<file path="config.mk">
export PLATFORM = sky130hd
export DESIGN_NAME = ifetch_top
export DESIGN_NICKNAME = d
export VERILOG_FILES = /design/src/logic/ifetch_pkg.sv /design/src/logic/ifetch_ifs.sv /design/src/logic/fetch_replay_fifo.sv /design/src/logic/icache_lookup.sv /design/src/logic/icache_miss_engine.sv /design/src/logic/icache_verify.sv /design/src/logic/ifetch_top.sv
export VERILOG_INCLUDE_DIRS = /design/src /design/src/logic
export SDC_FILE = /design/constraint.sdc
export NUM_CORES = 2
export LEC_CHECK = 0
export BUFFER_PORTS_ARGS = -buffer_cell sky130_fd_sc_hd__buf_2
export CAP_MARGIN = 5
export CORE_MARGIN = 3
export CORE_UTILIZATION = 55
export DETAILED_ROUTE_END_ITERATION = 6
export GPL_TIMING_DRIVEN = 0
export PLACE_DENSITY = 0.71
export SYNTH_ARGS = -nofsm -noshare
export SYNTH_HDL_FRONTEND = slang
export SYNTH_SLANG_ARGS = --single-unit
</file>
<file path="constraint.sdc">
create_clock -name clk_i -period 42.6 [get_ports clk_i]
set_input_delay 8.52 -clock clk_i [delete_from_list [all_inputs] [get_ports clk_i]]
set_output_delay 8.52 -clock clk_i [all_outputs]
set_load 0.02 [all_outputs]
</file>
<file path="src/logic/ifetch_macros.svh">
`ifndef IFETCH_MACROS_SVH
`define IFETCH_MACROS_SVH

// Address and physical tag
`define IF_ADDR_W 32
`define IF_PTAG_W 20
`define IF_PAGE_OFS_W (`IF_ADDR_W - `IF_PTAG_W)

// Direct mapped geometry
`define IF_INDEX_W 4
`define IF_SETS 16
`define IF_WORD_OFS_W 2
`define IF_BYTE_OFS_W 2
`define IF_LINE_OFS_W (`IF_WORD_OFS_W + `IF_BYTE_OFS_W)
`define IF_HIGH_W (`IF_ADDR_W - `IF_INDEX_W - `IF_LINE_OFS_W)
`define IF_LINE_W 128
`define IF_INSTR_W 32

// Replay queue
`define IF_QUEUE_DEPTH 8
`define IF_QUEUE_PTR_W 3

`endif

</file>
<file path="src/logic/ifetch_pkg.sv">
package ifetch_pkg;

  `include "ifetch_macros.svh"

  // Field view of a fetch address
  typedef struct packed {
    logic [`IF_HIGH_W-1:0]     high;
    logic [`IF_INDEX_W-1:0]    index;
    logic [`IF_WORD_OFS_W-1:0] word_ofs;
    logic [`IF_BYTE_OFS_W-1:0] byte_ofs;
  } fetch_fields_t;

  typedef union packed {
    logic [`IF_ADDR_W-1:0] raw;
    fetch_fields_t         f;
  } fetch_addr_u;

  typedef enum logic [1:0] {
    e_idle,
    e_send_cmd,
    e_wait_resp,
    e_fill
  } miss_state_e;

endpackage

</file>
<file path="src/logic/ifetch_ifs.sv">
`timescale 1ns/1ps
`include "ifetch_macros.svh"

// Replay queue to tag-lookup stage
interface fetch_if
  import ifetch_pkg::*;
  ();
  logic                  v;
  fetch_addr_u           vaddr;
  logic [`IF_PTAG_W-1:0] ptag;
  logic                  uncached;
  logic                  yumi;

  modport queue (output v, vaddr, ptag, uncached, input yumi);
  modport stage (input v, vaddr, ptag, uncached, output yumi);
endinterface

// Miss request and uncached buffer
interface miss_if;
  logic                   req_v;
  logic [`IF_ADDR_W-1:0]  req_paddr;
  logic                   req_uncached;
  logic                   busy;
  logic                   unc_v;
  logic [`IF_ADDR_W-1:0]  unc_paddr;
  logic [`IF_INSTR_W-1:0] unc_word;

  modport verify (output req_v, req_paddr, req_uncached,
                  input busy, unc_v, unc_paddr, unc_word);
  modport engine (input req_v, req_paddr, req_uncached,
                  output busy, unc_v, unc_paddr, unc_word);
endinterface

// Line fill into the arrays
interface fill_if;
  logic                   we;
  logic [`IF_INDEX_W-1:0] index;
  logic [`IF_PTAG_W-1:0]  tag;
  logic [`IF_LINE_W-1:0]  line;

  modport writer (output we, index, tag, line);
  modport arrays (input we, index, tag, line);
endinterface

</file>
<file path="src/logic/fetch_replay_fifo.sv">
`timescale 1ns/1ps
`include "ifetch_macros.svh"

module fetch_replay_fifo
  import ifetch_pkg::*;
(
  input  logic                  clk_i,
  input  logic                  arst_n_i,
  input  logic [`IF_ADDR_W-1:0] vaddr_i,
  input  logic [`IF_PTAG_W-1:0] ptag_i,
  input  logic                  uncached_i,
  input  logic                  vaddr_v_i,
  input  logic                  commit_i,
  input  logic                  rollback_i,
  output logic                  vaddr_ready_o,
  fetch_if.queue                fif
);

  fetch_addr_u           vaddr_mem    [`IF_QUEUE_DEPTH];
  logic [`IF_PTAG_W-1:0] ptag_mem     [`IF_QUEUE_DEPTH];
  logic                  uncached_mem [`IF_QUEUE_DEPTH];

  logic [`IF_QUEUE_PTR_W-1:0] wr_ptr, rd_ptr, cm_ptr;
  // Uncommitted and not yet read entry counts
  logic [`IF_QUEUE_PTR_W:0]   count, unread;
  logic [`IF_QUEUE_PTR_W:0]   enq_ext, deq_ext, commit_ext;
  logic                       enq, deq;

  assign vaddr_ready_o = (count != `IF_QUEUE_DEPTH);
  assign enq = vaddr_v_i & vaddr_ready_o;
  assign deq = fif.v & fif.yumi;

  assign enq_ext    = {{`IF_QUEUE_PTR_W{1'b0}}, enq};
  assign deq_ext    = {{`IF_QUEUE_PTR_W{1'b0}}, deq};
  assign commit_ext = {{`IF_QUEUE_PTR_W{1'b0}}, commit_i};

  assign fif.v        = (unread != '0);
  assign fif.vaddr    = vaddr_mem[rd_ptr];
  assign fif.ptag     = ptag_mem[rd_ptr];
  assign fif.uncached = uncached_mem[rd_ptr];

  always_ff @(posedge clk_i) begin
    if (enq) begin
      vaddr_mem[wr_ptr].raw <= vaddr_i;
      ptag_mem[wr_ptr]      <= ptag_i;
      uncached_mem[wr_ptr]  <= uncached_i;
    end
  end

  always_ff @(posedge clk_i or negedge arst_n_i) begin
    if (!arst_n_i) begin
      wr_ptr <= '0;
      rd_ptr <= '0;
      cm_ptr <= '0;
      count  <= '0;
      unread <= '0;
    end else begin
      if (enq) begin
        wr_ptr <= wr_ptr + 1'b1;
      end
      if (commit_i) begin
        cm_ptr <= cm_ptr + 1'b1;
      end
      count <= count + enq_ext - commit_ext;
      // Replay from the oldest fetch not yet returned
      if (rollback_i) begin
        rd_ptr <= cm_ptr;
        unread <= count + enq_ext;
      end else begin
        if (deq) begin
          rd_ptr <= rd_ptr + 1'b1;
        end
        unread <= unread + enq_ext - deq_ext;
      end
    end
  end

  // A write never lands on an uncommitted entry
  assert property (@(posedge clk_i) disable iff (!arst_n_i)
    enq |-> ((count == '0) || (wr_ptr != cm_ptr)));

  // A commit always matches a fetch that was read out
  assert property (@(posedge clk_i) disable iff (!arst_n_i)
    commit_i |-> (count != unread));

endmodule

</file>
<file path="src/logic/icache_lookup.sv">
`timescale 1ns/1ps
`include "ifetch_macros.svh"

module icache_lookup
  import ifetch_pkg::*;
(
  input  logic                  clk_i,
  input  logic                  arst_n_i,
  input  logic                  busy_i,
  input  logic                  rollback_i,
  fetch_if.stage                fif,
  fill_if.arrays                flif,
  output logic                  tl_v_o,
  output fetch_addr_u           tl_addr_o,
  output logic [`IF_PTAG_W-1:0] tl_ptag_o,
  output logic                  tl_uncached_o,
  output logic [`IF_PTAG_W-1:0] tl_tag_o,
  output logic                  tl_valid_o,
  output logic [`IF_LINE_W-1:0] tl_line_o
);

  logic [`IF_PTAG_W-1:0]  tag_mem  [`IF_SETS];
  logic [`IF_LINE_W-1:0]  line_mem [`IF_SETS];
  logic [`IF_SETS-1:0]    valid_mem;
  logic [`IF_INDEX_W-1:0] rd_index;

  // No dequeue while a miss is pending or being rolled back
  assign fif.yumi = fif.v & ~busy_i & ~rollback_i;
  assign rd_index = fif.vaddr.f.index;

  always_ff @(posedge clk_i) begin
    if (flif.we) begin
      tag_mem[flif.index]  <= flif.tag;
      line_mem[flif.index] <= flif.line;
    end
  end

  always_ff @(posedge clk_i or negedge arst_n_i) begin
    if (!arst_n_i) begin
      valid_mem <= '0;
    end else if (flif.we) begin
      valid_mem[flif.index] <= 1'b1;
    end
  end

  always_ff @(posedge clk_i or negedge arst_n_i) begin
    if (!arst_n_i) begin
      tl_v_o <= 1'b0;
    end else begin
      tl_v_o <= fif.yumi;
    end
  end

  // Array read into the lookup register
  always_ff @(posedge clk_i) begin
    if (fif.yumi) begin
      tl_addr_o     <= fif.vaddr;
      tl_ptag_o     <= fif.ptag;
      tl_uncached_o <= fif.uncached;
      tl_tag_o      <= tag_mem[rd_index];
      tl_valid_o    <= valid_mem[rd_index];
      tl_line_o     <= line_mem[rd_index];
    end
  end

  // Fills only land on an empty front end
  assert property (@(posedge clk_i) disable iff (!arst_n_i)
    flif.we |-> !fif.yumi);

endmodule

</file>
<file path="src/logic/icache_miss_engine.sv">
`timescale 1ns/1ps
`include "ifetch_macros.svh"

module icache_miss_engine
  import ifetch_pkg::*;
(
  input  logic                  clk_i,
  input  logic                  arst_n_i,
  input  logic                  mem_cmd_ready_i,
  input  logic [`IF_LINE_W-1:0] mem_resp_data_i,
  input  logic                  mem_resp_v_i,
  miss_if.engine                mif,
  fill_if.writer                flif,
  output logic [`IF_ADDR_W-1:0] mem_cmd_addr_o,
  output logic                  mem_cmd_uncached_o,
  output logic                  mem_cmd_v_o,
  output logic                  mem_resp_yumi_o
);

  miss_state_e            state_r, state_n;
  logic [`IF_ADDR_W-1:0]  cmd_addr_r;
  logic                   uncached_r;
  logic [`IF_LINE_W-1:0]  line_r;
  logic                   unc_v_r;
  logic [`IF_ADDR_W-1:0]  unc_paddr_r;
  logic [`IF_INSTR_W-1:0] unc_word_r;
  logic                   resp_take;

  assign resp_take = (state_r == e_wait_resp) & mem_resp_v_i;

  always_comb begin
    state_n = state_r;
    case (state_r)
      e_idle:      if (mif.req_v) state_n = e_send_cmd;
      e_send_cmd:  if (mem_cmd_ready_i) state_n = e_wait_resp;
      e_wait_resp: if (mem_resp_v_i) state_n = uncached_r ? e_idle : e_fill;
      e_fill:      state_n = e_idle;
      default:     state_n = e_idle;
    endcase
  end

  always_ff @(posedge clk_i or negedge arst_n_i) begin
    if (!arst_n_i) begin
      state_r    <= e_idle;
      uncached_r <= 1'b0;
      unc_v_r    <= 1'b0;
    end else begin
      state_r <= state_n;
      if (mif.req_v) begin
        uncached_r <= mif.req_uncached;
      end
      if (resp_take && uncached_r) begin
        unc_v_r <= 1'b1;
      end
    end
  end

  // Uncached reads are word aligned, line fills line aligned
  always_ff @(posedge clk_i) begin
    if (mif.req_v) begin
      cmd_addr_r <= mif.req_uncached
        ? {mif.req_paddr[`IF_ADDR_W-1:`IF_BYTE_OFS_W], {`IF_BYTE_OFS_W{1'b0}}}
        : {mif.req_paddr[`IF_ADDR_W-1:`IF_LINE_OFS_W], {`IF_LINE_OFS_W{1'b0}}};
    end
    if (resp_take && !uncached_r) begin
      line_r <= mem_resp_data_i;
    end
    if (resp_take && uncached_r) begin
      unc_paddr_r <= cmd_addr_r;
      unc_word_r  <= mem_resp_data_i[`IF_INSTR_W-1:0];
    end
  end

  assign mem_cmd_v_o        = (state_r == e_send_cmd);
  assign mem_cmd_addr_o     = cmd_addr_r;
  assign mem_cmd_uncached_o = uncached_r;
  assign mem_resp_yumi_o    = resp_take;

  assign mif.busy      = (state_r != e_idle);
  assign mif.unc_v     = unc_v_r;
  assign mif.unc_paddr = unc_paddr_r;
  assign mif.unc_word  = unc_word_r;

  assign flif.we    = (state_r == e_fill);
  assign flif.index = cmd_addr_r[`IF_LINE_OFS_W +: `IF_INDEX_W];
  assign flif.tag   = cmd_addr_r[`IF_ADDR_W-1 -: `IF_PTAG_W];
  assign flif.line  = line_r;

  // Misses only arrive once the previous one has filled
  assert property (@(posedge clk_i) disable iff (!arst_n_i)
    mif.req_v |-> (state_r == e_idle));

  // Command held with a stable address until accepted
  assert property (@(posedge clk_i) disable iff (!arst_n_i)
    (mem_cmd_v_o && !mem_cmd_ready_i) |=> (mem_cmd_v_o && $stable(mem_cmd_addr_o)));

endmodule

</file>
<file path="src/logic/icache_verify.sv">
`timescale 1ns/1ps
`include "ifetch_macros.svh"

module icache_verify
  import ifetch_pkg::*;
(
  input  logic                   clk_i,
  input  logic                   arst_n_i,
  input  logic                   tl_v_i,
  input  fetch_addr_u            tl_addr_i,
  input  logic [`IF_PTAG_W-1:0]  tl_ptag_i,
  input  logic                   tl_uncached_i,
  input  logic [`IF_PTAG_W-1:0]  tl_tag_i,
  input  logic                   tl_valid_i,
  input  logic [`IF_LINE_W-1:0]  tl_line_i,
  miss_if.verify                 mif,
  output logic [`IF_INSTR_W-1:0] data_o,
  output logic                   data_v_o,
  output logic                   rollback_o
);

  logic [`IF_ADDR_W-1:0]  paddr;
  logic [`IF_ADDR_W-1:0]  paddr_word;
  logic [`IF_INSTR_W-1:0] word;
  logic                   tag_hit, unc_hit, hit, take;
  logic [`IF_ADDR_W-1:0]  paddr_r;
  logic                   uncached_r;

  assign paddr      = {tl_ptag_i, tl_addr_i.raw[`IF_PAGE_OFS_W-1:0]};
  assign paddr_word = {paddr[`IF_ADDR_W-1:`IF_BYTE_OFS_W], {`IF_BYTE_OFS_W{1'b0}}};

  assign tag_hit = tl_valid_i && (tl_tag_i == tl_ptag_i);
  assign unc_hit = mif.unc_v && (mif.unc_paddr == paddr_word);
  assign hit     = tl_uncached_i ? unc_hit : tag_hit;

  assign word = tl_uncached_i ? mif.unc_word
                              : tl_line_i[tl_addr_i.f.word_ofs * `IF_INSTR_W +: `IF_INSTR_W];

  // Poison the younger fetch behind a miss
  assign take = tl_v_i & ~rollback_o;

  always_ff @(posedge clk_i or negedge arst_n_i) begin
    if (!arst_n_i) begin
      data_v_o   <= 1'b0;
      rollback_o <= 1'b0;
    end else begin
      data_v_o   <= take & hit;
      rollback_o <= take & ~hit;
    end
  end

  always_ff @(posedge clk_i) begin
    if (take) begin
      data_o     <= word;
      paddr_r    <= paddr;
      uncached_r <= tl_uncached_i;
    end
  end

  assign mif.req_v        = rollback_o;
  assign mif.req_paddr    = paddr_r;
  assign mif.req_uncached = uncached_r;

  // No instruction returns while a miss is outstanding
  assert property (@(posedge clk_i) disable iff (!arst_n_i)
    data_v_o |-> !mif.busy);

endmodule

</file>
<file path="src/logic/ifetch_top.sv">
`timescale 1ns/1ps
`include "ifetch_macros.svh"

module ifetch_top
  import ifetch_pkg::*;
(
  input  logic                   clk_i,
  input  logic                   arst_n_i,
  input  logic [`IF_ADDR_W-1:0]  vaddr_i,
  input  logic                   vaddr_v_i,
  output logic                   vaddr_ready_o,
  input  logic [`IF_PTAG_W-1:0]  ptag_i,
  input  logic                   uncached_i,
  output logic [`IF_INSTR_W-1:0] data_o,
  output logic                   data_v_o,
  output logic [`IF_ADDR_W-1:0]  mem_cmd_addr_o,
  output logic                   mem_cmd_uncached_o,
  output logic                   mem_cmd_v_o,
  input  logic                   mem_cmd_ready_i,
  input  logic [`IF_LINE_W-1:0]  mem_resp_data_i,
  input  logic                   mem_resp_v_i,
  output logic                   mem_resp_yumi_o
);

  fetch_if fif ();
  miss_if  mif ();
  fill_if  flif ();

  logic                  tl_v, tl_uncached, tl_valid, rollback;
  fetch_addr_u           tl_addr;
  logic [`IF_PTAG_W-1:0] tl_ptag, tl_tag;
  logic [`IF_LINE_W-1:0] tl_line;

  fetch_replay_fifo i_queue (
    .clk_i, .arst_n_i, .vaddr_i, .ptag_i, .uncached_i, .vaddr_v_i,
    .commit_i(data_v_o), .rollback_i(rollback), .vaddr_ready_o, .fif(fif.queue)
  );

  icache_lookup i_lookup (
    .clk_i, .arst_n_i, .busy_i(mif.busy), .rollback_i(rollback),
    .fif(fif.stage), .flif(flif.arrays),
    .tl_v_o(tl_v), .tl_addr_o(tl_addr), .tl_ptag_o(tl_ptag), .tl_uncached_o(tl_uncached),
    .tl_tag_o(tl_tag), .tl_valid_o(tl_valid), .tl_line_o(tl_line)
  );

  icache_verify i_verify (
    .clk_i, .arst_n_i,
    .tl_v_i(tl_v), .tl_addr_i(tl_addr), .tl_ptag_i(tl_ptag), .tl_uncached_i(tl_uncached),
    .tl_tag_i(tl_tag), .tl_valid_i(tl_valid), .tl_line_i(tl_line),
    .mif(mif.verify), .data_o, .data_v_o, .rollback_o(rollback)
  );

  icache_miss_engine i_miss (
    .clk_i, .arst_n_i, .mem_cmd_ready_i, .mem_resp_data_i, .mem_resp_v_i,
    .mif(mif.engine), .flif(flif.writer),
    .mem_cmd_addr_o, .mem_cmd_uncached_o, .mem_cmd_v_o, .mem_resp_yumi_o
  );

endmodule

</file>
## Yosys cells after proc, flatten, opt, wreduce, memory -nomap -nowiden

Memory sizes are Yosys's and may differ from the RTL's. A register that Yosys moved wholly into a read port is not among the register bits.
Cells that the tools add are included.

| operators by class | value |
|---|---|
| shift-type cells | 1 |
| $mul | 0 |
| magnitude comparators | 3 |
| bitwise gates (word level) | 12 |
| reduce and logical (&&, ||, !) cells | 11 |
| mux-type cells | 18 |
| equal/unequal tests | 9 |
| $add $sub $neg | 7 |
| divide/modulo/power cells | 0 |

Operator list:

| kind | number |
|---|---|
| indexed part select 128 x 8 -> 32 bit | 1 |
| == test 32 bit | 1 |
| 2-to-1 mux 32 bit | 1 |
| == test 20 bit | 1 |
| OR 16 bit | 1 |
| < comparator 4 x 5 -> 1 bit, second input constant | 2 |
| adder 3 x 1 -> 3 bit, second input constant | 3 |
| adder 4 x 1 -> 4 bit | 2 |
| AND 1 bit | 8 |
| 2-to-1 mux 2 bit | 4 |
| one-hot mux 2 bit (4 select lines) | 1 |
| subtractor 4 x 1 -> 4 bit | 2 |
| 2-to-1 mux 1 bit | 7 |
| 2-to-1 mux 3 bit | 2 |
| logical AND 1 bit | 5 |
| binary-select mux 1 bit (select 4 bit) | 1 |
| demux 1 bit (select 4 bit) | 1 |
| == test 2 bit, second input constant | 2 |
| greater-or-equal comparator 4 x 1 -> 1 bit, second input constant | 1 |
| 2-to-1 mux 4 bit | 1 |
| != test 2 bit, second input constant | 2 |
| != test 4 bit, second input constant | 1 |
| nonzero test 2 bit | 2 |
| nonzero test 4 bit | 1 |
| other kinds (6) | 8 |

| storage, ports and cells | value |
|---|---|
| bits of input ports | 186 |
| logic and storage cells | 88 |
| memory bits (writable) | 2792 |
| ROM bits | 0 |
| memories | 5 |
| flip-flop bits (word level) | 342 |
| latch bits | 0 |

Memory list:

| name | depth | width | read ports | clocked after memory_dff | write ports | RTL line | source |
|---|---|---|---|---|---|---|---|
| i_lookup.line_mem | 16 | 128 | 1 | 1 | 1 | icache_lookup.sv:23 | `` logic [`IF_LINE_W-1:0] line_mem [`IF_SETS]; `` |
| i_lookup.tag_mem | 16 | 20 | 1 | 1 | 1 | icache_lookup.sv:22 | `` logic [`IF_PTAG_W-1:0] tag_mem [`IF_SETS]; `` |
| i_queue.vaddr_mem | 8 | 32 | 1 | 0 | 1 | fetch_replay_fifo.sv:19 | `` fetch_addr_u vaddr_mem [`IF_QUEUE_DEPTH]; `` |
| i_queue.ptag_mem | 8 | 20 | 1 | 1 | 1 | fetch_replay_fifo.sv:20 | `` logic [`IF_PTAG_W-1:0] ptag_mem [`IF_QUEUE_DEPTH]; `` |
| i_queue.uncached_mem | 8 | 1 | 1 | 1 | 1 | fetch_replay_fifo.sv:21 | `` logic uncached_mem [`IF_QUEUE_DEPTH]; `` |

## Logic depth before layout (Yosys ltp)

| depth | value |
|---|---|
| depth after elaboration | 7 |
| depth in mapped cells | 12 |

## By module

Synthesis repeated with hierarchy kept, for this count alone.

| second synthesis, totals | value |
|---|---|
| cells, all modules | 5336 |
| area, all modules | 123241.9 um^2 |

Modules (own cells, without submodules):

| module | instances | area each (um^2) | cells each | sequential area each (um^2) |
|---|---|---|---|---|
| icache_lookup | 1 | 95477.8 | 4028 | 77599.4 |
| fetch_replay_fifo | 1 | 16922.5 | 822 | 13157.6 |
| icache_miss_engine | 1 | 7056.8 | 269 | 6706.4 |
| icache_verify | 1 | 3784.9 | 217 | 2001.9 |

## Worst setup path after synthesis

No wires, ideal clock.

| path | value |
|---|---|
| path type | reg2reg |
| from | reg i_verify.rollback_o, in the netlist i_verify.mif.req_v |
| to | reg i_lookup.tl_v_o |
| slack | 10.784 ns |
| period minus slack after synthesis | 31.816 ns |
| stages on the path, launching flop included | 3 |
| arrival time | 28.898 ns |
| path buffers | 1 |
| cell sequence | dfrtp_1 clkbuf_1 a2111oi_0 |

| on the way | value |
|---|---|
| longest elaborated chain between the ends | 2 |

RTL lines:

| element | RTL line | source |
|---|---|---|
| start: declaration | icache_verify.sv:19 | `output logic rollback_o` |
| start signal: assignment | icache_verify.sv:48 | `rollback_o <= take & ~hit;` |
| inverter 1 bit | icache_lookup.sv:28 | `assign fif.yumi = fif.v & ~busy_i & ~rollback_i;` |
| AND 1 bit | icache_lookup.sv:28 |  |
| net fif.yumi | ifetch_ifs.sv:12 | `logic yumi;` |
| end signal: assignment | icache_lookup.sv:50 | `tl_v_o <= fif.yumi;` |
| end: declaration | icache_lookup.sv:13 | `output logic tl_v_o,` |

The timed path passes the listed nets, and every way through them passes these cells.
A chain may end at the register's enable or synchronous reset.

## Final worst setup path

| path | value |
|---|---|
| from | in mem_resp_v_i |
| to | out mem_resp_yumi_o |

| on the way | value |
|---|---|
| longest elaborated chain between the ends | 1 |

RTL lines:

| element | RTL line | source |
|---|---|---|
| start: declaration | ifetch_top.sv:21 | `input logic mem_resp_v_i,` |
| AND 1 bit | icache_miss_engine.sv:29 | `assign resp_take = (state_r == e_wait_resp) & mem_resp_v_i;` |
| end: declaration | ifetch_top.sv:22 | `output logic mem_resp_yumi_o` |

Every way passes these cells.

==> results.py <==
metrics = {
    "outcome": {
        "status": "finished, violations left",
        "violations": "max-capacitance violations",
    },
    "detailed_routing": {
        "post-route-drc-count": 0,
        "postRouteAntennaNets": 0,
        "num_vias": 56800,
        "avgRoutedWirePerCell_microns": 33.1,
        "routed_wl_microns": 293000,
        "firstDrtPassIters": 6,
        "drt_iter0_drc": 7518,
        "via_per_inst": 6.41,
    },
    "worst_setup_path": {
        "critical_path_arrival_ns": 9.10,
        "critPathMaxFanout": 3,
        "crit_path_end_kind": "output pin",
        "cp-start-kind": "primary input",
        "crit_type": "in2out",
        "required_ns": 34.08,
    },
    "pwr": {
        "pwr_density_cell_nw_per_um2": 73.9,
        "ir_worst_vdd_mv": 0.0484,
        "switchingPower_w": 0.00331,
        "p_seq_share_pct": 40.4,
        "p_leak_nw": 43.5,
        "p_clk_share_pct": 27.2,
        "p_comb_share_pct": 32.5,
        "p_int_w": 0.00660,
        "p_sw_share_pct": 33.4,
        "power_w": 0.00991,
    },
    "global_routing": {
        "antenna_found_initial": 33,
        "grt-ovfl-total": 0,
        "grt_max_degree": 53,
        "grt_pass1_wl_microns": 419000,
        "grt_pass1_vias": 57400,
        "grtUsageTotal_pct": 27.4,
    },
    "cells_and_area": {
        "final_nets": 6025,
        "layout_commonest_cell": "edfxtp_1",
        "multi_input_area_sq_um": 21200,
        "fillers": 13300,
        "syn2layout_area_growth_pct": 15.8,
        "layout-drive-gt1-share_pct": 29.9,
        "final_cells": 8855,
        "final_cell_mix": "edfxtp_1, mux4_2, buf_2",
        "register_area_sq_um": 93500,
    },
    "floorplanning": {
        "floorplan.initialDensity_pct": 55.6,
        "die_w_microns": 465,
        "rows": 167,
        "die_h_microns": 465,
        "die_area_sq_um": 216000,
        "core_sq_um": 208000,
        "ios": 255,
    },
    "clocking": {
        "clockBufferDepth": 4,
        "h-tree-depth": 5,
        "post_cts_buffers": 0,
        "post_cts_resized": 0,
        "clk-insertion-delay-late_ns": 0.95,
        "clkSinkCount": 3119,
        "cts_made_buffers": 316,
        "cts_tree": "done",
        "cts.reportedPaths.clkPinSlew_ns": 0.06,
        "clock_tree.root_cell": "clkbuf_16",
        "cts_hold_buf": 0,
    },
    "timing": {
        "tightest_slew_ns": 1.49,
        "whs_ns": 0.411,
        "drv_slew": 0,
        "relSlewSlack_pct": 0.568,
        "setup_tns_ns": 0,
        "skew_ns": 0.0608,
        "setup_violations": 0,
        "clock.fmax_mhz": 56.7,
        "finalWorstSetupSlack_ns": 24.98,
        "min_period_ns": 17.62,
        "finalHoldViolations": 0,
        "rsz0062_at_grt": "no",
        "fin_crit_sh_pct": 41.4,
    },
    "logic_synthesis": {
        "async_reset_ff_share_pct": 1.28,
        "syn_inst": 5044,
        "ys_types": 50,
        "ys_warn_count": 0,
        "synth-main-ff-cell": "edfxtp_1",
        "ys_ff_latch": 3119,
        "postSynthAreaPerCell_sq_um": 23.0,
        "synth_edf_count": 3079,
        "ys_seq_area_share_pct": 80.7,
        "synth_area_sq_um": 116000,
    },
    "placement": {
        "gp_congestion": 0.811,
        "dp.final_hpwl_microns": 191000,
        "post-place-ws_ns": 24.99,
        "portBuffers": 230,
        "placed_cells": 8296,
    },
    "min_path": {
        "hp-class": "reg2reg",
    },
    "job": {
        "maxCapViolations": 1,
    },
}
[critical path, cell delays in order]
cell,delay (ns)
buf_2,0.09
nand3b_1,0.15
inv_1,0.17
buf_2,0.18
[power by group through the flow]
stage | Combinational, W | Sequential [W] | Clock (W)
2_1_floorplan | 0.00191 | 0.00411 | 0
3_3_place_gp | 0.00305 | 0.00424 | 0
3_5_place_dp | 0.00319 | 0.00406 | 0
4_1_cts | 0.00322 | 0.00400 | 0.00272
5_1_grt | 0.00338 | 0.00402 | 0.00285
6_report | 0.00322 | 0.00400 | 0.00269
[path summary, 6_finish.rpt]
check / cells after the start / slack [ns] / end / startpoint
worst min-delay path: 0 / 0.41 / i_miss.mem_cmd_addr_o[31]$_DFFE_PP_ / i_verify.mif.req_paddr[31]$_DFFE_PP_
worst max register to register: 8 / 37.51 / i_lookup.tl_line_o[102]$_DFFE_PN_ / i_queue.rd_ptr[0]$_DFFE_PN0P_
min in group asynchronous: 1 / 7.77 / i_miss.state_r[0]$_DFFE_PN0P_ / arst_n_i
worst max-delay path: 4 / 24.98 / mem_resp_yumi_o / mem_resp_v_i
max in group asynchronous: 1 / 34.12 / i_verify.mif.req_v$_DFF_PN0_ / arst_n_i
worst min register to register: 0 / 0.41 / i_miss.mem_cmd_addr_o[31]$_DFFE_PP_ / i_verify.mif.req_paddr[31]$_DFFE_PP_
[metrics by stage]
stage          util [%]  area, sq um
6_report           64.4       134000
5_1_grt            64.4       134000
4_1_cts            64.4       134000
3_5_place_dp       59.6       124000
3_3_place_gp       57.8       120000
2_1_floorplan         -       116000
[cells by family (layout without fill, tap and decap cells)]
kind of cell | Yosys count | count (layout) | share of synthesized area (%)
multiplexers | 785 | 785 | 13.6
buffers and inverters | 262 | 1268 | 1.18
AND/OR/NAND/NOR | 473 | 473 | 1.78
AO/OA/AOI/OAI | 328 | 328 | 2.11
other | 1 | 18 | 0.00324
XOR/XNOR | 63 | 63 | 0.476
adder cells (fa/ha/maj) | 13 | 13 | 0.147
flip-flops | 3119 | 3119 | 80.7
[cells in the mapped netlist (2+ instances only)]
master	count	share of area (%)
clkbuf_1	83	0.27
a22oi_1	268	1.7
o22ai_1	4	0.022
inv_1	15	0.049
or2_2	17	0.092
mux2i_1	64	0.55
a21oi_1	4	0.017
o211ai_1	28	0.18
buf_1	11	0.036
o31ai_2	2	0.022
dfrtp_1	40	0.86
nor3_1	8	0.035
or3_1	2	0.011
buf_6	28	0.27
and2_1	4	0.022
mux2_2	98	0.95
nor4_1	9	0.049
nor2_1	29	0.094
a221oi_1	3	0.023
buf_2	112	0.48
clkinv_1	2	0.0065
nand2_1	288	0.93
ha_1	12	0.13
edfxtp_1	3079	80
nor2b_1	4	0.022
xor2_1	29	0.22
nand4_1	21	0.11
o21ai_0	12	0.052
xnor2_1	34	0.26
inv_2	2	0.0065
nand3_1	82	0.35
nand2b_1	4	0.022
mux4_2	622	12
buf_4	8	0.052
[final cells by class]
type	count	share of cell area, %
Multi-Input combinational cell	1664	15.8
Timing Repair Buffer	463	3.46
Tap cell	2788	2.60
Sequential cell	3119	69.7
Inverter	20	0.0578
Clock buffer	386	6.18
Buffer	242	0.961
Clock inverter	157	1.22
Antenna cell	16	0.0299
[flip-flops by register name, indices dropped and copies added, names as in the netlist, 2 cells and up]
register and cells:
i_miss.state_r 2, i_verify.data_o 32, i_lookup.tl_tag_o 20, i_miss.mif.unc_paddr 30, i_queue.uncached_mem 8, i_queue.rd_ptr 3
i_queue.unread 4, i_queue.vaddr_mem 80, i_queue.count 4, i_queue.wr_ptr 3, i_lookup.tl_line_o 128, i_queue.cm_ptr 3
i_miss.flif.line 128, i_miss.mif.unc_word 32, i_lookup.tag_mem 320, i_miss.mem_cmd_addr_o 30, i_lookup.tl_addr_o 10, i_lookup.tl_ptag_o 20
i_verify.mif.req_paddr 30, i_lookup.line_mem 2048, i_queue.ptag_mem 160, i_lookup.valid_mem 16
[metal layers]
metal	track usage, %	up-vias	wire length (microns)
li1	-	22800	-
met1	37.8	29800	108000
met2	42.0	3580	138000
met3	7.43	626	34200
met4	11.4	14	13100
met5	0	-	89
Note: power is estimated with default switching activity, not from simulation.
